==> config.mk <==
export PLATFORM = sky130hd
export DESIGN_NAME = gb_interrupt_flags
export DESIGN_NICKNAME = d
export VERILOG_FILES = /design/src/design/gb_bus_pkg.sv /design/src/design/gb_interrupt_flags.sv
export SDC_FILE = /design/constraint.sdc
export NUM_CORES = 1
export LEC_CHECK = 0
export ABC_AREA = 1
export BUFFER_PORTS_ARGS = -buffer_cell sky130_fd_sc_hd__buf_2
export CAP_MARGIN = 25
export CORE_MARGIN = 1
export CORE_UTILIZATION = 30
export CTS_CLUSTER_SIZE = 8
export DETAILED_ROUTE_END_ITERATION = 16
export PLACE_DENSITY = 0.62
export SYNTH_ARGS = -nofsm -noshare
export SYNTH_HDL_FRONTEND = slang
export SYNTH_SLANG_ARGS = --single-unit
==> constraint.sdc <==
create_clock -name clock -period 0.8 [get_ports clock]
set_input_delay 0.08 -clock clock [delete_from_list [all_inputs] [get_ports clock]]
set_output_delay 0.08 -clock clock [all_outputs]
set_load 0.02 [all_outputs]
==> src/design/gb_bus_pkg.sv <==
/*
 * Shared bus types, region codes and register addresses for the console bus.
 * Addresses follow the original handheld memory map. Only the regions listed
 * here are decoded, and everything else reads as 00.
 */

package gb_bus_pkg;

   typedef logic [15:0] addr_t;
   typedef logic [7:0]  byte_t;

   // bit 0 vblank, 1 lcdc, 2 timer, 3 serial, 4 joypad
   typedef logic [4:0]  irq_t;

   localparam int irq_timer = 2;

   typedef enum logic [2:0] {
      boot_rom,
      cart,
      wram,
      timer_regs,
      if_reg,
      ie_reg,
      boot_reg,
      unmapped
   } region_t;

   // memory-mapped registers
   localparam addr_t addr_div  = 16'hff04;
   localparam addr_t addr_tima = 16'hff05;
   localparam addr_t addr_tma  = 16'hff06;
   localparam addr_t addr_tac  = 16'hff07;
   localparam addr_t addr_if   = 16'hff0f;
   localparam addr_t addr_boot = 16'hff50;
   localparam addr_t addr_ie   = 16'hffff;

   // region bounds, inclusive
   localparam addr_t boot_rom_start = 16'h0000;
   localparam addr_t boot_rom_end   = 16'h00ff;
   localparam addr_t cart_start     = 16'h0000;
   localparam addr_t cart_end       = 16'h7fff;
   localparam addr_t wram_start     = 16'hc000;
   localparam addr_t wram_end       = 16'hdfff;
   localparam addr_t echo_start     = 16'he000;
   localparam addr_t echo_end       = 16'hfdff;

   localparam int wram_addr_bits = 13;

endpackage
==> src/design/gb_interrupt_flags.sv <==
/*
 * Interrupt flag (IF) and interrupt enable (IE) registers.
 * Hardware set requests win over a CPU write of zero to the same bit.
 * Only the low five data bits are stored.
 */

`timescale 1ns/1ps

module gb_interrupt_flags (
   input  logic              clock,
   input  logic              reset,
   input  gb_bus_pkg::addr_t cpu_addr,
   input  gb_bus_pkg::byte_t cpu_wdata,
   input  logic              write_enable,
   input  gb_bus_pkg::irq_t  irq_set,
   output gb_bus_pkg::irq_t  if_flags,
   output gb_bus_pkg::irq_t  ie_flags
);

   logic write_if;
   logic write_ie;

   assign write_if = write_enable && cpu_addr == gb_bus_pkg::addr_if;
   assign write_ie = write_enable && cpu_addr == gb_bus_pkg::addr_ie;

   always_ff @(posedge clock or posedge reset) begin
      if (reset) begin
         if_flags <= '0;
      end else if (write_if) begin
         // requests in the write cycle still land
         if_flags <= cpu_wdata[4:0] | irq_set;
      end else begin
         if_flags <= if_flags | irq_set;
      end
   end

   always_ff @(posedge clock or posedge reset) begin
      if (reset) begin
         ie_flags <= '0;
      end else if (write_ie) begin
         ie_flags <= cpu_wdata[4:0];
      end
   end

endmodule

==> results.cfg <==
[run]
drv_cap = 0

[logic_synthesis]
ys.warnings.count = 0
synth_cell_type_count = 14
yosys_register_bits = 10
ys_seq_area_frac = 0.433
synth_area_per_cell_um2 = 8.03
netlist_instances = 72
synth.cell_area_um2 = 578
syn_nets = 104

[setup_path]
slowest_delay_ps = 400
cp_cell_sequence = buf_6
reg2regPathDepth = 3
slowest_stage = dfrtp_1
crit_fanout = 2
crit_family = flip-flops
path_class = reg -> out
crit_arrival_ps = 800
crit_required_ps = 720
endpoint_kind = output port
cp.depth = 1
start_kind = flip-flop
path_buf_inv = 1

[placed_design]
dp_cells = 135
gp_congestion = 0.731
dpl.hpwl_um = 1090
io_buffers = 38
dpl_cell_area_um2 = 800

[die]
num_rows = 15
start_util = 0.328
die_w_um = 45.9
die_h_um = 45.9
dieArea_mm2 = 0.00211
core_mm2 = 0.00176
io_pins = 42

[cts]
clk_transition_reported_paths_ps = 60
cts_tree = built
root_buffer = clkbuf_4
clkSinkCount = 10
cts_max_level = 1
numCtsBuffers = 3
clock_latency_ps = 250
clock_path_buffers = 2

[timing]
fmax_mhz = 1140
maxSlewHeadroom = 0.738
maxSlewViolCount = 0
final_hold_viol_count = 0
fin_crit_sh = 1.10
rsz0062_at_grt = yes
period_needed_ps = 876
postLayoutSetupSlackWorst_ps = -76.2
tightest_slew_ps = 392
whs_ps = 12.3
skew_ps = 0
finalSetupViolations = 10

[grt]
grt-busiest-layer = met2
grt_pass1_wl_um = 2280
grt_use_met3 = 0.0159
antenna_found_initial = 0
grt_start_max_net_pins = 11
use_met2 = 0.251
grt_overflow = 0
grt_use_met1 = 0.189
grt_pass1_vias = 620
grt_usage = 0.152

[detailed_routing]
dr.pass1.iters = 4
drtAntennaViolNets = 0
drc = 0
totalWireLength_um = 1470
wl_per_cell_um = 10.2
vias = 631
viasPerCell = 4.35
drtIter0Drc = 5

[pwr]
power.leakage_nw = 0.565
ir_drop_uv = 579
power.density_mw_per_mm2 = 1010

[final_layout]
n_antenna_cell = 0
multi_input_area_um2 = 304
final_nets = 154
nFillCells = 179
layout.cells.non_filler = 145
postLayoutCellArea_um2 = 957
drive_above_1_share = 0.533
regArea_um2 = 250
areaGrowthSynthToFinish_pct = 65.6

[status]
status = finished with violations
violations = setup timing

[hold_path]
hold_path_depth = 3
min_path_type = in -> reg
-- per-stage QoR --
stage / worst slack [ps] / power, mW / TNS [ps] / util
2_1_floorplan: 65.6 / 0.564 / 0 / -
3_3_place_gp: -109 / 0.643 / -557 / 0.453
3_5_place_dp: -146 / 0.646 / -762 / 0.453
4_1_cts: -73.7 / 0.976 / -592 / 0.533
5_1_grt: -113 / 1.03 / -925 / 0.543
6_report: -76.2 / 0.970 / -598 / 0.543
-- layer usage --
| metal | part of all wire | vias up |
|---|---|---|
| met5 | 0 | - |
| met4 | 0 | 0 |
| met3 | 0.062 | 0 |
| met2 | 0.53 | 29 |
| met1 | 0.41 | 270 |
| li1 | - | 332 |
-- sequential cells by signal (all words and copies together), names as in the netlist --
signal,cells
if_flags,5
ie_flags,5
-- power by group --
group | switching [mW] | internal (mW)
registers | 0.0000608 | 0.506
logic | 0.0696 | 0.0650
clock network | 0.157 | 0.173
-- worst paths after layout --
path / start / end / slack (ps)
worst max-delay path: if_flags[2] / if_flags[2] / -80
worst min-delay path: irq_set[4] / if_flags[4] / 10
max in group asynchronous: reset / ie_flags[2] / 170
worst max register to register: if_flags[2] / if_flags[2] / 30
worst min register to register: ie_flags[0] / ie_flags[0] / 500
min in group asynchronous: reset / if_flags[1] / 350
-- synth_stat cells --
| cell | instances | share of area |
|---|---|---|
| o21ai_1 | 5 | 0.043 |
| nor2_8 | 1 | 0.035 |
| inv_1 | 6 | 0.039 |
| inv_2 | 4 | 0.026 |
| nand4_1 | 1 | 0.011 |
| nand3_1 | 12 | 0.10 |
| nand4_4 | 1 | 0.037 |
| dfrtp_1 | 10 | 0.43 |
| nor2_4 | 2 | 0.039 |
| nand2_4 | 2 | 0.039 |
| nor2_1 | 2 | 0.013 |
| nor2_2 | 2 | 0.022 |
| nand2_2 | 1 | 0.011 |
| nand2_1 | 23 | 0.15 |
-- cells in the final DEF, fill, tap and decap left out, drive strengths merged --
| cell | Yosys | layout |
|---|---|---|
| dfrtp | 10 | 10 |
| nand4 | 2 | 2 |
| inv | 10 | 10 |
| nor2 | 7 | 7 |
| nand2 | 26 | 26 |
| nand3 | 12 | 12 |
| buf | 0 | 44 |
| dlygate4sd3 | 0 | 1 |
| clkbuf | 0 | 3 |
| o21ai | 5 | 5 |
-- kinds of logic (layout without fill, tap and decap cells) --
kind of cell / Yosys count / after routing / synth area share
AND/OR/NAND/NOR: 47 / 47 / 0.459
flip-flops: 10 / 10 / 0.433
buffers and inverters: 10 / 58 / 0.0649
AO/OA/AOI/OAI: 5 / 5 / 0.0433
-- layout make-up --
cell class | instances | area share
multi-input cells | 52 | 0.318
repair buffers | 45 | 0.325
flip-flops and latches | 10 | 0.261
clock buffers | 3 | 0.0235
well taps | 25 | 0.0327
inverters | 10 | 0.0392
-- repair_timing --
item | CTS | global route
resized for setup | 20 | 5
setup endpoints to repair | 10 | 13
pin swaps | 0 | 2
setup buffers | 6 | 0
endpoints found under the hold margin | 10 | 0
hold buffers | 1 | 0
(Power assumes the default switching activity.)
