--- src/design/gb_bus_pkg.sv ---
/*
 * Shared bus types, region codes and register addresses for the console bus.
 * Addresses follow the original handheld memory map. Only the regions listed
 * here are decoded, and everything else reads as 00.
 */

package gb_bus_pkg;

   typedef logic [15:0] addr_t;
   typedef logic [7:0]  byte_t;

   // bit 0 vblank, 1 lcdc, 2 timer, 3 serial, 4 joypad
   typedef logic [4:0]  irq_t;

   localparam int irq_timer = 2;

   typedef enum logic [2:0] {
      boot_rom,
      cart,
      wram,
      timer_regs,
      if_reg,
      ie_reg,
      boot_reg,
      unmapped
   } region_t;

   // memory-mapped registers
   localparam addr_t addr_div  = 16'hff04;
   localparam addr_t addr_tima = 16'hff05;
   localparam addr_t addr_tma  = 16'hff06;
   localparam addr_t addr_tac  = 16'hff07;
   localparam addr_t addr_if   = 16'hff0f;
   localparam addr_t addr_boot = 16'hff50;
   localparam addr_t addr_ie   = 16'hffff;

   // region bounds, inclusive
   localparam addr_t boot_rom_start = 16'h0000;
   localparam addr_t boot_rom_end   = 16'h00ff;
   localparam addr_t cart_start     = 16'h0000;
   localparam addr_t cart_end       = 16'h7fff;
   localparam addr_t wram_start     = 16'hc000;
   localparam addr_t wram_end       = 16'hdfff;
   localparam addr_t echo_start     = 16'he000;
   localparam addr_t echo_end       = 16'hfdff;

   localparam int wram_addr_bits = 13;

endpackage
--- src/design/gb_memory_map.sv ---
/*
 * Address decoder and boot-ROM overlay register.
 * The overlay covers 0000-00FF until bit 0 of FF50 is written to one.
 * WRAM_ADDR_BITS below 13 makes the work RAM mirror inside C000-FDFF.
 */

`timescale 1ns/1ps

module gb_memory_map #(
   parameter int WRAM_ADDR_BITS = gb_bus_pkg::wram_addr_bits
) (
   input  logic                      clock,
   input  logic                      reset,
   input  gb_bus_pkg::addr_t         cpu_addr,
   input  gb_bus_pkg::byte_t         cpu_wdata,
   input  logic                      cpu_we,
   output gb_bus_pkg::region_t       region,
   output logic [WRAM_ADDR_BITS-1:0] wram_index,
   output gb_bus_pkg::byte_t         boot_reg
);

   logic              in_boot_rom;
   logic              in_cart;
   logic              in_wram;
   logic              in_echo;

   // boot register, bit 0 unmaps the overlay
   always_ff @(posedge clock or posedge reset) begin
      if (reset) begin
         boot_reg <= '0;
      end else if (cpu_we && cpu_addr == gb_bus_pkg::addr_boot) begin
         boot_reg <= cpu_wdata;
      end
   end

   assign in_boot_rom = !boot_reg[0] &&
                        cpu_addr >= gb_bus_pkg::boot_rom_start &&
                        cpu_addr <= gb_bus_pkg::boot_rom_end;
   assign in_cart     = cpu_addr >= gb_bus_pkg::cart_start &&
                        cpu_addr <= gb_bus_pkg::cart_end;
   assign in_wram     = cpu_addr >= gb_bus_pkg::wram_start &&
                        cpu_addr <= gb_bus_pkg::wram_end;
   assign in_echo     = cpu_addr >= gb_bus_pkg::echo_start &&
                        cpu_addr <= gb_bus_pkg::echo_end;

   // one region per access, overlay takes priority over cart
   always_comb begin
      if (in_boot_rom) begin
         region = gb_bus_pkg::boot_rom;
      end else if (in_cart) begin
         region = gb_bus_pkg::cart;
      end else if (in_wram || in_echo) begin
         region = gb_bus_pkg::wram;
      end else if (cpu_addr >= gb_bus_pkg::addr_div && cpu_addr <= gb_bus_pkg::addr_tac) begin
         region = gb_bus_pkg::timer_regs;
      end else if (cpu_addr == gb_bus_pkg::addr_if) begin
         region = gb_bus_pkg::if_reg;
      end else if (cpu_addr == gb_bus_pkg::addr_ie) begin
         region = gb_bus_pkg::ie_reg;
      end else if (cpu_addr == gb_bus_pkg::addr_boot) begin
         region = gb_bus_pkg::boot_reg;
      end else begin
         region = gb_bus_pkg::unmapped;
      end
   end

   // C000 and E000 sit on 8 KiB boundaries, so the offset is the low address bits
   assign wram_index = cpu_addr[WRAM_ADDR_BITS-1:0];

   // every access must land in a defined region once the bus is live
   region_known: assert property (@(posedge clock) disable iff (reset)
      !$isunknown(region))
      else $error("address decoder produced an unknown region");

endmodule

--- config.mk ---
export PLATFORM = sky130hd
export DESIGN_NAME = gb_memory_map
export DESIGN_NICKNAME = d
export VERILOG_FILES = /design/src/design/gb_bus_pkg.sv /design/src/design/gb_memory_map.sv
export SDC_FILE = /design/constraint.sdc
export NUM_CORES = 1
export LEC_CHECK = 0
export BUFFER_PORTS_ARGS = -buffer_cell sky130_fd_sc_hd__buf_4
export CAP_MARGIN = 10
export CORE_MARGIN = 10
export CORE_UTILIZATION = 33
export CTS_CLUSTER_DIAMETER = 30
export DETAILED_ROUTE_END_ITERATION = 6
export GPL_TIMING_DRIVEN = 0
export MAX_ROUTING_LAYER = met4
export PLACE_DENSITY_LB_ADDON = 0.1
export REMOVE_ABC_BUFFERS = 1
export SLEW_MARGIN = 20
export SYNTH_ARGS = -nofsm -noshare
export SYNTH_HDL_FRONTEND = slang
export SYNTH_SLANG_ARGS = --single-unit
--- constraint.sdc ---
create_clock -name clock -period 1.2 [get_ports clock]
set_input_delay 0.06 -clock clock [delete_from_list [all_inputs] [get_ports clock]]
set_output_delay 0.06 -clock clock [all_outputs]
set_load 0.05 [all_outputs]
==> impl_metrics.tcl <==
set metrics [dict create \
    p_clk_share_pct 26.8 \
    synth_top_area_share_pct 33.5 \
    rsz0062_at_grt "yes" \
    initial_utilization_pct 34.6 \
    grt-ovfl-total 0 \
    cp-start-kind "register" \
    final-hold-violation-count 0 \
    rows 15 \
    nFillCells 168 \
    fin_crit_ns 1.23 \
    finalCritPeriodShare_pct 102 \
    ir_worst_vdd_mv 0.322 \
    grt_pass1_vias 653 \
    hold_end "boot_reg[3]" \
    antenna_found_initial 0 \
    hp-class "in -> reg" \
    viasPerCell 4.60 \
    drv_cap 0 \
    clk_latency_ns 0.25 \
    cts_tree "built" \
    finalMaxSlewViolations 0 \
    synth_top_cells_by_area "dfrtp_1 (33%), mux2_4 (20%), buf_4 (16%)" \
    numCtsBuffers 3 \
    cp-startpoint "boot_reg[0]" \
    synth_simple_gate_area_share_pct 22.4 \
    power.share.sequential_pct 36.1 \
    crit_arrival_ns 1.17 \
    synth_top_family_by_area "simple AND/OR/NAND/NOR gates" \
    drc 0 \
    r2r_slack_ns 0.31 \
    timing.rr.start "boot_reg[0]" \
    grt_pass1_wl_um 2860 \
    cts_htree_levels 1 \
    diodes 0 \
    synthMuxAreaShare_pct 20.1 \
    core_area_um2 1730 \
    num_vias 584 \
    power.density_nw_per_um2 761 \
    p_sw_share_pct 34.0 \
    async_flop_share_pct 100 \
    wl_per_cell_um 14.7 \
    crit_path_end_kind "output pin" \
    synth-adder-area-share_pct 0 \
    syn_area_um2 598 \
    final_util_pct 57.0 \
    area_growth_syn_to_layout_pct 64.4 \
    syn_avg_cell_area_um2 9.80 \
    ys_top_cells_by_count "buf_4 (13), dfrtp_1 (8), mux2_4 (8)" \
    r2r_cells 2 \
    final_area_um2 983 \
    yosys.cell_types.count 18 \
    finalPower_mw 0.749 \
    netlist_instances 61 \
    combPwrFrac_pct 37.1 \
    yosys.area.top_type "dfrtp_1" \
    fin_ws_ns -0.0294 \
    max_slew_margin_pct 79.7 \
    grt_start_max_net_pins 9 \
    dp_hpwl_um 1600 \
    largest_reg_flops 8 \
    synth_compound_area_share_pct 4.60 \
    yosysWarnings 0 \
    final_nets 131 \
    status "complete, but fails checks" \
    p_int_mw 0.494 \
    gp_congestion 0.750 \
    place_area_um2 896 \
    clkSinkCount 8 \
    synth_most_common_cell "buf_4" \
    setup_viol 1 \
    violations "setup timing" \
    ys.flop_type "dfrtp_1" \
    p_sw_mw 0.254 \
    drt_iter0_drc 14 \
    die-area_um2 3920 \
    rr_endpoint "boot_reg[0]" \
    cp_max_fo 2 \
    hold_start "cpu_wdata[3]" \
    routed_wl_um 1860 \
    drive_above_1_share_pct 64.7 \
    die_x_um 62.6 \
    skew_ns 0 \
    cts_root_buffer "clkbuf_4" \
    path_clk_slew_ns 0.06 \
    port_buffers 50 \
    first_pass_iters 4 \
    boundaryPins 51 \
    worst_ep_required_time_ns 1.14 \
    ant_nets 0 \
    synth_edf_count 0 \
    clockBufferDepth 2 \
    min_path_cells 2 \
    ys_seq_area_share_pct 33.5 \
    synth-seq-cells 8 \
    p_leak_nw 0.533 \
    max_slew.worst_pin.slew_ns 0.304 \
    max_freq_ghz 0.813 \
    yosys.area_share.xor_xnor_pct 0 \
    worstSetupPathType "reg -> out" \
    die_y_um 62.6 \
    track_usage_pct 8.86 \
]
-- cells in the final DEF, fill, tap and decap left out, types with 2 or more instances in the layout --
cell,instances
buf_4,49
mux2_4,8
dfrtp_1,8
nand2_1,6
nand4_1,4
nor2_1,3
nor4_1,3
clkbuf_4,3
inv_1,2
nand3_1,2
a21boi_0,2
-- worst max-delay path: stages (launching register included) --
cell and delay [ns]:
dfrtp_1 0.39, nor3_2 0.11, nand3_1 0.08, o21ai_1 0.08, nor3_1 0.06, buf_4 0.20
-- through the flow --
step                      instances  setup TNS [ns]  worst slack [ns]  hold WS (ns)
after floorplan                  47           -3.76            -0.807        -0.124
after global placement          122           -5.50            -0.684        0.0274
after detailed placement        122           -5.56            -0.692        0.0301
after CTS                       127         -0.0381           -0.0381        0.0306
after global routing            127          -0.102            -0.102        0.0235
final                           127         -0.0294           -0.0294        0.0381
-- worst max-delay path by stage --
stage,endpoint,slack (ns),depth (start not counted)
after global placement,boot_reg[2],-0.68,5
final,region[0],-0.03,5
after detailed placement,boot_reg[1],-0.69,5
after CTS,region[0],-0.04,5
after floorplan,region[0],-0.81,4
after global routing,region[0],-0.10,5
-- final cells by class --
cell class	instances	area, um2	share of cell area [%]
Timing Repair Buffer	52	404	41.1
Multi-Input combinational cell	37	318	32.3
Inverter	2	7.51	0.763
Sequential cell	8	200	20.4
Clock buffer	3	22.5	2.29
Tap cell	25	31.3	3.18
-- power groups by stage --
stage | Clock, mW | Sequential, mW | Combinational, mW
after floorplan | 0 | 0.275 | 0.0451
after global placement | 0 | 0.275 | 0.263
after detailed placement | 0 | 0.275 | 0.264
after CTS | 0.210 | 0.270 | 0.273
after global routing | 0.227 | 0.270 | 0.293
final | 0.200 | 0.270 | 0.278
-- layer usage --
layer | wire [um] | part of all wire, % | track usage (%)
met1 | 779 | 42 | 9.30
met2 | 993 | 53 | 15.9
met3 | 89 | 4.8 | 1.79
met4 | 0 | 0 | 3.35
met5 | 0 | 0 | -
-- cell families after synthesis --
kind of cell | Yosys count
AND/OR/NAND/NOR | 25
buffers and inverters | 16
multiplexers | 8
flip-flops | 8
AO/OA/AOI/OAI | 4
-- what timing repair did --
item	in CTS	in global routing
resized for setup	5	4
hold endpoints to repair	8	0
pin swaps	5	0
endpoints found under the setup margin	9	9
hold buffers	1	0
buffers inserted	1	0
(Power assumes the default switching activity.)
