**config.mk**
```make
export PLATFORM = sky130hd
export DESIGN_NAME = gb_timer
export DESIGN_NICKNAME = d
export VERILOG_FILES = /design/src/design/gb_bus_pkg.sv /design/src/design/gb_timer.sv
export SDC_FILE = /design/constraint.sdc
export NUM_CORES = 1
export LEC_CHECK = 0
export BUFFER_PORTS_ARGS = -buffer_cell sky130_fd_sc_hd__buf_2
export CAP_MARGIN = 20
export CORE_MARGIN = 3
export CORE_UTILIZATION = 30
export DETAILED_ROUTE_END_ITERATION = 8
export GPL_TIMING_DRIVEN = 0
export PLACE_DENSITY = 0.52
export SLEW_MARGIN = 0
export SYNTH_ARGS = -nofsm -noshare
export SYNTH_HDL_FRONTEND = slang
export SYNTH_SLANG_ARGS = --single-unit
```
**constraint.sdc**
```tcl
create_clock -name clock -period 2.32 [get_ports clock]
set_input_delay 0.116 -clock clock [delete_from_list [all_inputs] [get_ports clock]]
set_output_delay 0.116 -clock clock [all_outputs]
set_load 0.03 [all_outputs]
```
**src/design/gb_bus_pkg.sv**
```systemverilog
/*
 * Shared bus types, region codes and register addresses for the console bus.
 * Addresses follow the original handheld memory map. Only the regions listed
 * here are decoded, and everything else reads as 00.
 */

package gb_bus_pkg;

   typedef logic [15:0] addr_t;
   typedef logic [7:0]  byte_t;

   // bit 0 vblank, 1 lcdc, 2 timer, 3 serial, 4 joypad
   typedef logic [4:0]  irq_t;

   localparam int irq_timer = 2;

   typedef enum logic [2:0] {
      boot_rom,
      cart,
      wram,
      timer_regs,
      if_reg,
      ie_reg,
      boot_reg,
      unmapped
   } region_t;

   // memory-mapped registers
   localparam addr_t addr_div  = 16'hff04;
   localparam addr_t addr_tima = 16'hff05;
   localparam addr_t addr_tma  = 16'hff06;
   localparam addr_t addr_tac  = 16'hff07;
   localparam addr_t addr_if   = 16'hff0f;
   localparam addr_t addr_boot = 16'hff50;
   localparam addr_t addr_ie   = 16'hffff;

   // region bounds, inclusive
   localparam addr_t boot_rom_start = 16'h0000;
   localparam addr_t boot_rom_end   = 16'h00ff;
   localparam addr_t cart_start     = 16'h0000;
   localparam addr_t cart_end       = 16'h7fff;
   localparam addr_t wram_start     = 16'hc000;
   localparam addr_t wram_end       = 16'hdfff;
   localparam addr_t echo_start     = 16'he000;
   localparam addr_t echo_end       = 16'hfdff;

   localparam int wram_addr_bits = 13;

endpackage
```
**src/design/gb_timer.sv**
```systemverilog
/*
 * DIV/TIMA/TMA/TAC timer block.
 * DIV is the upper byte of a free-running 16-bit counter, cleared by any write.
 * A CPU write to TIMA wins over a tick in the same cycle.
 * timer_irq is a one-cycle pulse in the cycle after TIMA overflows.
 */

`timescale 1ns/1ps

module gb_timer (
   input  logic              clock,
   input  logic              reset,
   input  gb_bus_pkg::addr_t cpu_addr,
   input  gb_bus_pkg::byte_t cpu_wdata,
   input  logic              write_enable,
   output gb_bus_pkg::byte_t timer_rdata,
   output logic              timer_irq
);

   logic [15:0]       counter;
   gb_bus_pkg::byte_t tima;
   gb_bus_pkg::byte_t tma;
   logic [2:0]        tac;
   logic [15:0]       period_mask;
   logic              tick;
   logic              write_div;
   logic              write_tima;

   assign write_div  = write_enable && cpu_addr == gb_bus_pkg::addr_div;
   assign write_tima = write_enable && cpu_addr == gb_bus_pkg::addr_tima;

   // tac[1:0] picks the tick period
   always_comb begin
      case (tac[1:0])
         2'd0:    period_mask = 16'h03ff;
         2'd1:    period_mask = 16'h000f;
         2'd2:    period_mask = 16'h003f;
         default: period_mask = 16'h00ff;
      endcase
   end

   // a period completes when the masked low bits are all ones
   assign tick = tac[2] && ((counter & period_mask) == period_mask);

   always_ff @(posedge clock or posedge reset) begin
      if (reset) begin
         counter <= '0;
      end else if (write_div) begin
         counter <= '0;
      end else begin
         counter <= counter + 16'd1;
      end
   end

   always_ff @(posedge clock or posedge reset) begin
      if (reset) begin
         tima      <= '0;
         tma       <= '0;
         tac       <= '0;
         timer_irq <= 1'b0;
      end else begin
         timer_irq <= 1'b0;
         if (write_tima) begin
            tima <= cpu_wdata;
         end else if (tick) begin
            if (tima == 8'hff) begin
               // overflow reloads from the modulo register
               tima      <= tma;
               timer_irq <= 1'b1;
            end else begin
               tima <= tima + 8'd1;
            end
         end
         if (write_enable && cpu_addr == gb_bus_pkg::addr_tma) begin
            tma <= cpu_wdata;
         end
         if (write_enable && cpu_addr == gb_bus_pkg::addr_tac) begin
            tac <= cpu_wdata[2:0];
         end
      end
   end

   always_comb begin
      case (cpu_addr)
         gb_bus_pkg::addr_div:  timer_rdata = counter[15:8];
         gb_bus_pkg::addr_tima: timer_rdata = tima;
         gb_bus_pkg::addr_tma:  timer_rdata = tma;
         gb_bus_pkg::addr_tac:  timer_rdata = {5'b00000, tac};
         default:               timer_rdata = '0;
      endcase
   end

   // overflows are at least 16 cycles apart
   irq_one_cycle: assert property (@(posedge clock) disable iff (reset)
      timer_irq |=> !timer_irq)
      else $error("timer_irq held high for two cycles");

endmodule

```
==> key figures <==
Status
  • Status: complete, but fails checks
  • Failing checks: negative hold slack

Global route
  • Largest net degree at the start of global routing: 37
  • Initial antenna violation count: 0
  • Total GRT Usage: 13.2%
  • Vias in the first global route: 1748
  • Gr ovfl total: 0
  • First-pass GRT wire length: 8660 microns

Clocking
  • H-tree levels: 2
  • Clock sink count: 36
  • TritonCTS Buffers: 5
  • Hold-fix buffers, CTS: 0
  • Resized Gates After CTS: 0
  • CTS tree: built
  • Postcts setup bufs: 0
  • CTS Buffer Depth: 2
  • Clock-pin slew on the worst setup and hold paths: 70 ps
  • Clk_lat worst skew: roughly 280 ps
  • Root Buffer: clkbuf_8

Critical path
  • FF-to-FF Start: tac[0]
  • Reg2reg setup slack: 250 ps
  • Slowest CP cell: a2111oi_4
  • Crit path to: tima[7]
  • Worst R2R End: tima[7]
  • R2R cell count: 8
  • Largest fanout on the critical path: 10
  • Crit. End Element: flop
  • Worst EP arrival: 2230 ps
  • Max incr delay on CP: 480 ps
  • Cell with the most instances on the worst path: a21oi_1
  • Crit path required time: between 2000 and 2500 ps
  • Crit path kind: flop to flop
  • Ordered cell list for the critical path: inv_1 > ha_1 > a21oi_1 > a2111oi_4 > buf_4 > nand3_1 > o31ai_1 > a21oi_1
  • Startpoint Class: flop
  • Setup crit start: tac[0]

Final layout
  • Commonest non-fill, non-tap cell in the layout: buf_2
  • Post-route cell area: 0.00251 sq mm
  • Layout Nets: 285
  • Diode count: 0
  • Fraction of layout cells with a size suffix above 1: a little over a quarter
  • Most frequent cells in the layout: buf_2, dfrtp_1, nor2_1
  • Post-Layout Cell Count: about 350
  • Area growth syn-to-layout: 18.2%

STA
  • Fmax: 484 MHz
  • Crit share post-route: between 80% and 90%
  • Setup Viol. Count Final: 0
  • Slew margin rel.: 40.5%
  • Total negative slack: 0 ps
  • RSZ-0062 raised after global routing: false
  • Hold Violations, Final: 36
  • Setup Skew: about 4.6 ps
  • Hold slack: -33.7 ps
  • Final Critical Period: 2070 ps
  • Final Slew Violations: 0
  • Tightest Pin Transition: 884 ps

Power and ir drop
  • Peak VDD IR: 0.184 mV
  • Power density cells: 482 mW/mm^2
  • Leak Pwr: between 1 and 1.5 nW

Detailed routing
  • Number of DRC markers in iteration 0: between 90 and 100
  • Drt total wl: a little under 5000 microns
  • DR vias: 1750
  • WL per Instance: 13.9 microns
  • ANT nets after route: 0
  • Pre-antenna DRT Iters: 4
  • Remaining DRCs: 0
  • Vias per cell: roughly 5

Yosys
  • Synth Cell Area: 0.00212 sq mm
  • Top_reg_cell synth: dfrtp_1
  • Yosys cell types: 41
  • EDFF count, synth: 0
  • Post-Syn Area per Cell: 10.0 sq um
  • Mapped Cells: 212
  • Synthesized Nets: between 200 and 250
  • Asr flop ratio synth: 100%
  • Seq cells post-synth: 36
  • Register area share after synthesis: 42.5%
  • Synth warn: 0

Die
  • Die Width: 90.1 microns
  • Initial core utilization: 31.0%
  • CORE AREA: 0.00683 sq mm
  • Die Y: 90.1 microns
  • # rows: 30
  • Number of I/O pins: 36
  • Total die area: 0.00811 sq mm

Place
  • Number of port buffers: 35
  • DPL Wire Length: 3670 microns
  • GP Congestion: between 0.7 and 0.8
  • Placed Instance Area: 0.00242 sq mm
  • # placed instances: between 300 and 400

Job
  • Max_cap viols: 0

Hold path
  • Hold WC Path Type: input pin to async pin
-- Yosys cell counts, drive strengths merged (2+ instances only) --
cell / n / area, sq um
a21o: 3 / 22.5
a21oi: 8 / 40.0
a222oi: 5 / 50.1
a22o: 2 / 17.5
a22oi: 6 / 45.0
and2: 4 / 25.0
and3: 6 / 42.5
and4: 2 / 17.5
buf: 9 / 65.1
dfrtp: 36 / 901
ha: 4 / 50.1
inv: 11 / 41.3
mux2: 12 / 139
mux2i: 4 / 40.0
nand2: 21 / 78.8
nand3: 11 / 55.1
nand4: 9 / 71.3
nor2: 23 / 86.3
nor2b: 5 / 31.3
nor4: 3 / 48.8
xnor2: 6 / 52.6
xor2: 9 / 78.8
-- worst min path at each step --
stage                            start          to  depth (start not counted)
final                            reset  counter[0]                          2
after global routing             reset  counter[1]                          2
after CTS                        reset  counter[5]                          2
after detailed placement         reset  counter[0]                          2
after global placement    cpu_wdata[4]     tima[4]                          3
after floorplan           cpu_wdata[4]     tima[4]                          2
-- cells by family after synthesis --
family,count (synthesis),synth area share [%]
adders and majority gates,4,2.36
DFF,36,42.5
buffers and inverters,21,5.19
AOI/OAI and AO/OA,31,11.7
and+or+nand+nor,89,23.7
xor gates and xnor gates,15,6.19
muxes,16,8.44
-- flip-flops by register name (all words and copies together), names as in the netlist --
| name | flops |
|---|---|
| counter | 16 |
| tac | 3 |
| tma | 8 |
| timer_irq | 1 |
| tima | 8 |
-- routing by layer --
layer  track usage [%]  vias up  part of all wire (%)
met5                 0        -                     0
met1              19.3      849                    50
met4              5.36        0                   1.8
met3              2.68        6                   4.8
met2              18.8       53                    43
li1                  -      842                     -
-- through the flow --
| step | utilization [%] | setup slack (ps) | power [W] |
|---|---|---|---|
| after global routing | 36.7 | 76.0 | 0.00127 |
| after detailed placement | 35.4 | 175 | 0.000764 |
| after CTS | 36.7 | 163 | 0.00123 |
| after global placement | 35.4 | 207 | 0.000763 |
| final | 36.7 | 253 | 0.00121 |
| after floorplan | - | 447 | 0.000722 |
-- power by group --
group / switching, W / internal (W) / leakage, nW / total, W
Sequential: 0.0000229 / 0.000645 / 0.458 / 0.000668
Clock: 0.000216 / 0.000242 / 0.0455 / 0.000459
Combinational: 0.0000479 / 0.0000347 / 0.717 / 0.0000826
Total: 0.000287 / 0.000922 / 1.22 / 0.00121
-- layout make-up --
class / instances / area, sq um
fill: 739 / 4330
multi-input combinational: 155 / 1110
sequential: 36 / 901
timing repair buffer: 35 / 175
tap: 96 / 120
clock buffer: 8 / 90.1
buffer: 10 / 68.8
inverter: 11 / 41.3
-- worst max-delay path: cells and delay by family (launching register included) --
kind / cells / cell delay [ps]
AOI/OAI and AO/OA: 4 / 890
adders and majority gates: 1 / 270
buffers and inverters: 2 / 320
and+or+nand+nor: 1 / 100
DFF: 1 / 380
No activity file was read; power rests on OpenSTA's default activity.
