**config.mk**
```make
export PLATFORM = sky130hd
export DESIGN_NAME = gb_read_mux
export DESIGN_NICKNAME = d
export VERILOG_FILES = /design/src/design/gb_bus_pkg.sv /design/src/design/gb_read_mux.sv
export SDC_FILE = /design/constraint.sdc
export NUM_CORES = 1
export LEC_CHECK = 0
export BUFFER_PORTS_ARGS = -buffer_cell sky130_fd_sc_hd__buf_2
export CAP_MARGIN = 10
export CORE_MARGIN = 2
export CORE_UTILIZATION = 36
export DETAILED_ROUTE_END_ITERATION = 16
export PLACE_DENSITY_LB_ADDON = 0.2
export SETUP_SLACK_MARGIN = 0.1
export SLEW_MARGIN = 20
export SYNTH_ARGS = -nofsm -noshare
export SYNTH_HDL_FRONTEND = slang
export SYNTH_SLANG_ARGS = --single-unit
```
**constraint.sdc**
```tcl
create_clock -name clock -period 1.5 [get_ports clock]
set_input_delay 0.3 -clock clock [delete_from_list [all_inputs] [get_ports clock]]
set_output_delay 0.3 -clock clock [all_outputs]
set_load 0.005 [all_outputs]
```
**src/design/gb_bus_pkg.sv**
```systemverilog
/*
 * Shared bus types, region codes and register addresses for the console bus.
 * Addresses follow the original handheld memory map. Only the regions listed
 * here are decoded, and everything else reads as 00.
 */

package gb_bus_pkg;

   typedef logic [15:0] addr_t;
   typedef logic [7:0]  byte_t;

   // bit 0 vblank, 1 lcdc, 2 timer, 3 serial, 4 joypad
   typedef logic [4:0]  irq_t;

   localparam int irq_timer = 2;

   typedef enum logic [2:0] {
      boot_rom,
      cart,
      wram,
      timer_regs,
      if_reg,
      ie_reg,
      boot_reg,
      unmapped
   } region_t;

   // memory-mapped registers
   localparam addr_t addr_div  = 16'hff04;
   localparam addr_t addr_tima = 16'hff05;
   localparam addr_t addr_tma  = 16'hff06;
   localparam addr_t addr_tac  = 16'hff07;
   localparam addr_t addr_if   = 16'hff0f;
   localparam addr_t addr_boot = 16'hff50;
   localparam addr_t addr_ie   = 16'hffff;

   // region bounds, inclusive
   localparam addr_t boot_rom_start = 16'h0000;
   localparam addr_t boot_rom_end   = 16'h00ff;
   localparam addr_t cart_start     = 16'h0000;
   localparam addr_t cart_end       = 16'h7fff;
   localparam addr_t wram_start     = 16'hc000;
   localparam addr_t wram_end       = 16'hdfff;
   localparam addr_t echo_start     = 16'he000;
   localparam addr_t echo_end       = 16'hfdff;

   localparam int wram_addr_bits = 13;

endpackage
```
**src/design/gb_read_mux.sv**
```systemverilog
/*
 * Registered read data selection with one cycle of latency.
 * For work RAM reads the output follows the RAM's own read register.
 * Read data holds until the next cpu_re.
 */

`timescale 1ns/1ps

module gb_read_mux (
   input  logic                clock,
   input  logic                reset,
   input  logic                cpu_re,
   input  gb_bus_pkg::region_t region,
   input  gb_bus_pkg::byte_t   boot_rom_data,
   input  gb_bus_pkg::byte_t   cart_data,
   input  gb_bus_pkg::byte_t   timer_rdata,
   input  gb_bus_pkg::irq_t    if_flags,
   input  gb_bus_pkg::irq_t    ie_flags,
   input  gb_bus_pkg::byte_t   boot_reg,
   input  gb_bus_pkg::byte_t   wram_rdata,
   output gb_bus_pkg::byte_t   cpu_rdata
);

   gb_bus_pkg::region_t region_q;
   gb_bus_pkg::byte_t   data_q;
   gb_bus_pkg::byte_t   data_sel;

   always_comb begin
      case (region)
         gb_bus_pkg::boot_rom:   data_sel = boot_rom_data;
         gb_bus_pkg::cart:       data_sel = cart_data;
         gb_bus_pkg::timer_regs: data_sel = timer_rdata;
         gb_bus_pkg::if_reg:     data_sel = {3'b000, if_flags};
         gb_bus_pkg::ie_reg:     data_sel = {3'b000, ie_flags};
         gb_bus_pkg::boot_reg:   data_sel = boot_reg;
         default:                data_sel = '0;
      endcase
   end

   always_ff @(posedge clock or posedge reset) begin
      if (reset) begin
         region_q <= gb_bus_pkg::unmapped;
         data_q   <= '0;
      end else if (cpu_re) begin
         region_q <= region;
         // wram data comes from the RAM register instead
         if (region != gb_bus_pkg::wram) begin
            data_q <= data_sel;
         end
      end
   end

   assign cpu_rdata = (region_q == gb_bus_pkg::wram) ? wram_rdata : data_q;

endmodule

```
==> flow_summary.json, run 1 <==
{
  "status": "finished with violations",
  "failed_checks": "setup timing",
  "via_per_inst": 5.12,
  "dr.pass1.iters": 6,
  "final_layout_size_suffix_gt1_share_pct": 55.0,
  "die_w_um": 53.8,
  "cp_cell_sequence": "nor3b_4, buf_6, mux2_4, buf_6",
  "synth.avg_cell_area_um2": 9.40,
  "die_h_um": 53.8,
  "grt_pass1_vias": 918,
  "worstSetupStartpointType": "flip-flop",
  "top_layer": "met4",
  "hpwl_mm": 1.95,
  "cts-htree-levels": 1,
  "areaGrowthSynthToFinish_pct": 51.0,
  "clk_pin_slew_worst_paths_ns": 0.07,
  "crit_top_cell": "buf_6",
  "root_buffer": "clkbuf_4",
  "rsz0062_at_grt": "true",
  "post_drt_wl_per_cell_um": 12.6,
  "initialDrtViolationCount": 19,
  "postCtsHoldBufs": 0,
  "cts_tree": "built",
  "crit_required_ns": 1.20,
  "nNetsFinal": 217,
  "worstMarginPinSlew_ns": 0.421,
  "met3WireLength_um": 147,
  "setup_slack_ns": -0.365,
  "syn_inst": 95,
  "hold_viol_final": 0,
  "synth_cell_types": 29,
  "synthTopCellsByArea": "dfrtp_1 (22%), mux2_2 (14%), dfstp_2 (8.8%)",
  "antenna_left": 0,
  "port_buffers": 63,
  "clockBufferDepth": 2,
  "num_antenna_cells": 0,
  "ff2ff_setup_slack_ns": 0.69,
  "powerDensity_nw_per_um2": 684,
  "ys_seq_area_share_pct": 31.2,
  "drt-met1-wl_mm": 1.02,
  "finalMaxSlewViolations": 0,
  "syn_nets": 151,
  "critPathMaxStageDelay_ns": 0.53,
  "period_minus_slack_ns": 1.86,
  "max_cap_viol_count": 0,
  "crit_path_top_delay_cell": "dfstp_2",
  "rows": 18,
  "wl_mm": 2.39,
  "wl_met2_mm": 1.20,
  "grt_start_max_net_pins": 19,
  "gp_congestion": 0.800,
  "worst_slew_margin_rel_pct": 71.8,
  "startpoint": "region_q[1]",
  "worstPathArrival_ns": 1.56,
  "clock_latency_ns": 0.25,
  "r2r-start": "region_q[1]",
  "setup_viol": 8,
  "grt-ovfl-total": 0,
  "coreArea_um2": 2410,
  "p_leak_nw": 0.680,
  "start_util_pct": 37.1,
  "pre_cts_ws_ns": -0.116,
  "clock_sinks": 11,
  "antenna_found_initial": 0,
  "synth_largest_area_cell": "dfrtp_1",
  "dieArea_um2": 2900,
  "ys_seq_elements": 11,
  "cp_max_fo": 8,
  "post-route-drc-count": 0,
  "grt_usage_pct": 18.1,
  "synth_top_area_share_pct": 22.4,
  "vdd_drop_max_v": 0.000335,
  "finClkSkew_ns": 0,
  "syn_area_um2": 893,
  "cts_buffers": 3,
  "hp-class": "input pin to async pin",
  "vias": 972,
  "critPathKind": "flip-flop to output port",
  "max_freq_ghz": 0.536,
  "critPathCaptureType": "output port",
  "period_share_pct": 124,
  "grt_pass1_wl_mm": 3.88,
  "ys_warn_count": 0,
  "tns_ns": -2.86,
  "io_pins": 64
}
cell families (layout without fill, tap and decap cells):
kind of cell,Yosys count,after routing,share of synthesized area (%)
muxes,17,17,20.6
DFF,11,11,31.2
AOI/OAI and AO/OA,33,33,26.5
buffers and inverters,11,76,7.42
and+or+nand+nor,23,23,14.3
cell type report:
cell class | instances | area, um^2
multi-input combinational | 73 | 584
tap | 30 | 37.5
fill | 238 | 1060
sequential | 11 | 279
inverter | 4 | 15.0
clock buffer | 4 | 26.3
timing repair buffer | 68 | 407
power by group:
part,internal [mW],switching (mW)
Clock,0.102,0.0873
Sequential,0.337,0.0213
Combinational,0.231,0.144
Total,0.670,0.252
registers in the layout (all words and copies together), names as in the netlist:
signal and cells:
data_q 8, region_q 3
layout by cell type, fill, tap and decap left out, types with 2 or more instances in the layout:
cell type  netlist  layout
a222oi_1         3       3
dfrtp_1          8       8
dfstp_2          3       3
a211oi_1         2       2
mux2i_1          6       6
nand2b_1         3       3
buf_2            2      55
o32ai_1          2       2
nand3b_1         4       4
mux2_2          11       3
buf_4            2       4
clkbuf_4         0       3
mux2_4           0       8
o21ai_1          6       6
o21ai_0          4       4
nand2_1         10      10
buf_6            2       9
a21oi_1          6       6
a22o_1           6       6
inv_1            4       4
through the flow:
| stage | instance area [um^2] | total power, mW | hold slack, ns | utilization [%] | cells |
|---|---|---|---|---|---|
| floorplan | 900 | 0.535 | 0.150 | - | 95 |
| detailed placement | 1230 | 0.669 | 0.298 | 51.1 | 185 |
| CTS | 1350 | 0.929 | 0.0231 | 56.0 | 190 |
| global route | 1350 | 0.994 | 0.0474 | 56.0 | 190 |
| global placement | 1230 | 0.657 | 0.301 | 51.1 | 185 |
| finish | 1350 | 0.923 | 0.0129 | 56.0 | 190 |
cell usage after synthesis:
library cell,count
a211oi_1,2
a21oi_1,6
a221o_1,1
a221oi_1,1
a221oi_2,1
a222oi_1,3
a22o_1,6
and2_4,1
and3_1,1
buf_2,2
buf_4,2
buf_6,2
clkbuf_1,1
dfrtp_1,8
dfstp_2,3
inv_1,4
mux2_2,11
mux2i_1,6
nand2_1,10
nand2b_1,3
nand3_1,1
nand3b_1,4
nor2_1,1
nor3_1,1
nor3b_2,1
o211ai_1,1
o21ai_0,4
o21ai_1,6
o32ai_1,2
critical path, delay by kind of cell (launching register included):
family,cells,cell delay (ns)
AND/OR/NAND/NOR,1,0.17
multiplexers,1,0.32
buffers and inverters,2,0.30
flip-flops,1,0.53
layer usage:
layer / up-vias / GRT usage (%)
met5: - / 0
met4: 0 / 5.13
met3: 2 / 0.833
met2: 44 / 32.3
met1: 435 / 23.4
li1: 491 / -
repair_timing:
item                                   4_1_cts  5_1_grt
setup endpoints to repair                    8        8
setup buffers                                1        0
gates resized for setup                     17        0
endpoints found under the hold margin        0        0
final timing paths:
check                                to  cells after the start
max                        cpu_rdata[1]                      4
min                           data_q[2]                      2
max reg2reg                 region_q[1]                      2
min reg2reg                   data_q[0]                      2
max in group asynchronous   region_q[2]                      2
min in group clock            data_q[3]                      3
No activity file was read; power rests on OpenSTA's default activity.
==> inputs of run 2 (changes only) <==
- ABC_AREA: unset -> 1
- CORE_UTILIZATION: 36 -> 38
- HOLD_SLACK_MARGIN: unset -> 0.02
==> run 2 against run 1 <==
  * The run still ends with setup timing left
  * Via count is 27% higher
  * Count of clock-buffer cells in the layout stayed put
  * Maximum frequency is 6.3% higher
  * Setup slack improved by 0.11 ns
  * Wire length increased by 23%
  * Largest cell class unchanged
==> flow_summary.json, run 2 <==
{
  "sequentialPowerShare_pct": 37.4,
  "synth_edf_count": 0,
  "ys_seq_elements": 11,
  "worstSetupStartpointType": "flip-flop",
  "synth_top_area_share_pct": 19.4,
  "grt_pass1_wl_mm": 4.85,
  "syn_nets": 204,
  "areaGrowthSynthToFinish_pct": 42.2,
  "synthTopCellsByArea": "dfrtp_1 (19%), nand2_1 (17%), nand4_1 (11%)",
  "setup_slack_ns": -0.254,
  "die_h_um": 56.1,
  "max_freq_ghz": 0.570,
  "period_minus_slack_ns": 1.75,
  "initialDrtViolationCount": 20,
  "tns_ns": -2.02,
  "clkPwrFrac_pct": 21.4,
  "final_cell_mix": "buf_2 (55), nand2_1 (47), nand4_1 (18)",
  "ys_seq_area_share_pct": 27.1,
  "cts_buffers": 3,
  "critPathCaptureType": "output port",
  "num_antenna_cells": 0,
  "cts-htree-levels": 1,
  "dr.pass1.iters": 4,
  "clockBufferDepth": 2,
  "port_buffers": 63,
  "post-route-drc-count": 0,
  "syn_inst": 148,
  "clock_latency_ns": 0.27,
  "critPathKind": "flip-flop to output port",
  "cts_tree": "built",
  "final_layout_size_suffix_gt1_share_pct": 43.2,
  "nNetsFinal": 270,
  "vias": 1230,
  "gp_congestion": 0.786,
  "grt_pass1_vias": 1176,
  "layout_commonest_cell": "buf_2",
  "largest_reg_flops": 8,
  "coreArea_um2": 2520,
  "crit_required_ns": 1.20,
  "hpwl_mm": 2.34,
  "cp_max_fo": 8,
  "die_w_um": 56.1,
  "worst_slew_margin_rel_pct": 72.3,
  "hold_viol_final": 0,
  "ys_top_cells_by_count": "nand2_1 (47), nand4_1 (18), inv_1 (17), nand3_1 (11), o21ai_0 (11)",
  "p_leak_nw": 0.858,
  "yosysMostFrequentCell": "nand2_1",
  "nFillCells": 255,
  "setup_viol": 8,
  "fin_util_pct": 58.1,
  "antenna_left": 0,
  "hp-class": "input pin to async pin",
  "root_buffer": "clkbuf_4",
  "max_cap_viol_count": 0,
  "ys_warn_count": 0,
  "clk_pin_slew_worst_paths_ns": 0.07,
  "p_switching_uw": 299,
  "finalMaxSlewViolations": 0,
  "synth_largest_area_cell": "dfrtp_1",
  "status": "finished with violations",
  "syn_area_um2": 1030,
  "r2r-start": "region_q[0]",
  "postCtsHoldBufs": 0,
  "whs_ns": 0.00832,
  "reg_top3": "data_q x8, region_q x3",
  "wl_mm": 2.95,
  "powerDensity_nw_per_um2": 654,
  "failed_checks": "setup timing",
  "period_share_pct": 117,
  "internal-power_uw": 659,
  "p_sw_share_pct": 31.2,
  "p_comb_share_pct": 41.2,
  "synth.avg_cell_area_um2": 6.97,
  "dieArea_um2": 3150,
  "clock_sinks": 11,
  "synth_flop_cell": "dfrtp_1",
  "grt_usage_pct": 19.5,
  "worstMarginPinSlew_ns": 0.414,
  "r2r_end": "region_q[0]",
  "grt-ovfl-total": 0,
  "io_pins": 64,
  "worstPathArrival_ns": 1.45,
  "reg2regPathDepth": 2,
  "synth_cell_types": 23,
  "vdd_drop_max_v": 0.000749,
  "via_per_inst": 5.06,
  "async_reset_ff_share_pct": 100,
  "finClkSkew_ns": 0,
  "rows": 18,
  "ff2ff_setup_slack_ns": 0.68,
  "grt_start_max_net_pins": 14,
  "post_drt_wl_per_cell_um": 12.1,
  "rsz0062_at_grt": "true",
  "top_register": "data_q",
  "start_util_pct": 40.9,
  "antenna_found_initial": 0
}
## run 2: changes by cell type in the layout (fill, tap and decap cells not counted), moves of 4 or more
cell      before  now
a21oi_1        6    1
o21ai_1        6    1
mux2i_1        6    0
nor2_1         1    6
inv_1          4   16
a22o_1         6    0
o21ai_0        4   11
nand4_1        0   18
nand2_1       10   47
nand3b_1       4    0
nand3_1        1   11
## run 2: cell families (layout without fill, tap and decap cells)
| kind of cell | after synthesis | in the layout | share of synthesized area, % |
|---|---|---|---|
| muxes | 8 | 8 | 8.74 |
| and+or+nand+nor | 87 | 87 | 40.7 |
| AOI/OAI and AO/OA | 15 | 15 | 8.62 |
| buffers and inverters | 27 | 92 | 14.9 |
| DFF | 11 | 11 | 27.1 |
## run 2: metal layers
layer	global-route usage (%)	up-vias	routed length [um]
li1	-	620	-
met1	22.8	569	1210
met2	34.5	39	1520
met3	4.88	2	198
met4	6.12	0	19
met5	0	-	0
## run 2: power by group through the flow
stage | logic, mW | registers [mW] | clock network (mW)
after floorplan | 0.191 | 0.354 | 0
after global placement | 0.313 | 0.358 | 0
after detailed placement | 0.320 | 0.360 | 0
after CTS | 0.324 | 0.356 | 0.210
after global routing | 0.441 | 0.362 | 0.231
final | 0.395 | 0.358 | 0.205
## run 2: repair_timing
action / 4_1_cts / 5_1_grt
pin swaps: 1 / 1
setup endpoints to repair: 8 / 8
resized for setup: 1 / 17
setup buffers: 0 / 0
cloned: 0 / 0
endpoints found under the hold margin: 0 / 0
## run 2: final cells by class
class	instances	area, um^2	share of cell area (%)
tap	30	37.5	2.56
sequential	11	279	19.0
timing repair buffer	68	403	27.5
multi-input combinational	110	636	43.3
inverter	20	85.1	5.80
clock buffer	4	26.3	1.79
## run 2: worst max-delay path by stage
stage | start | end | slack, ns | cells after the start
CTS | region_q[2] | cpu_rdata[2] | -0.27 | 4
finish | region_q[1] | cpu_rdata[1] | -0.25 | 3
floorplan | region_q[0] | cpu_rdata[0] | 0.17 | 3
detailed placement | region_q[0] | cpu_rdata[2] | -0.02 | 4
global placement | region_q[0] | cpu_rdata[5] | 0.02 | 4
global route | region_q[1] | cpu_rdata[1] | -0.32 | 3
## run 2: critical path: stages (launching register included)
cell and delay, ns:
dfstp_2 0.56, nand3_4 0.17, mux2_4 0.35, buf_6 0.12
## run 2: per-stage QoR
| step | instances | setup slack [ns] | total power [mW] | cell area [um^2] |
|---|---|---|---|---|
| global placement | 239 | 0.0150 | 0.671 | 1350 |
| global route | 243 | -0.317 | 1.03 | 1470 |
| floorplan | 148 | 0.167 | 0.545 | 1030 |
| finish | 243 | -0.254 | 0.958 | 1470 |
| detailed placement | 239 | -0.0167 | 0.680 | 1350 |
| CTS | 243 | -0.268 | 0.890 | 1390 |
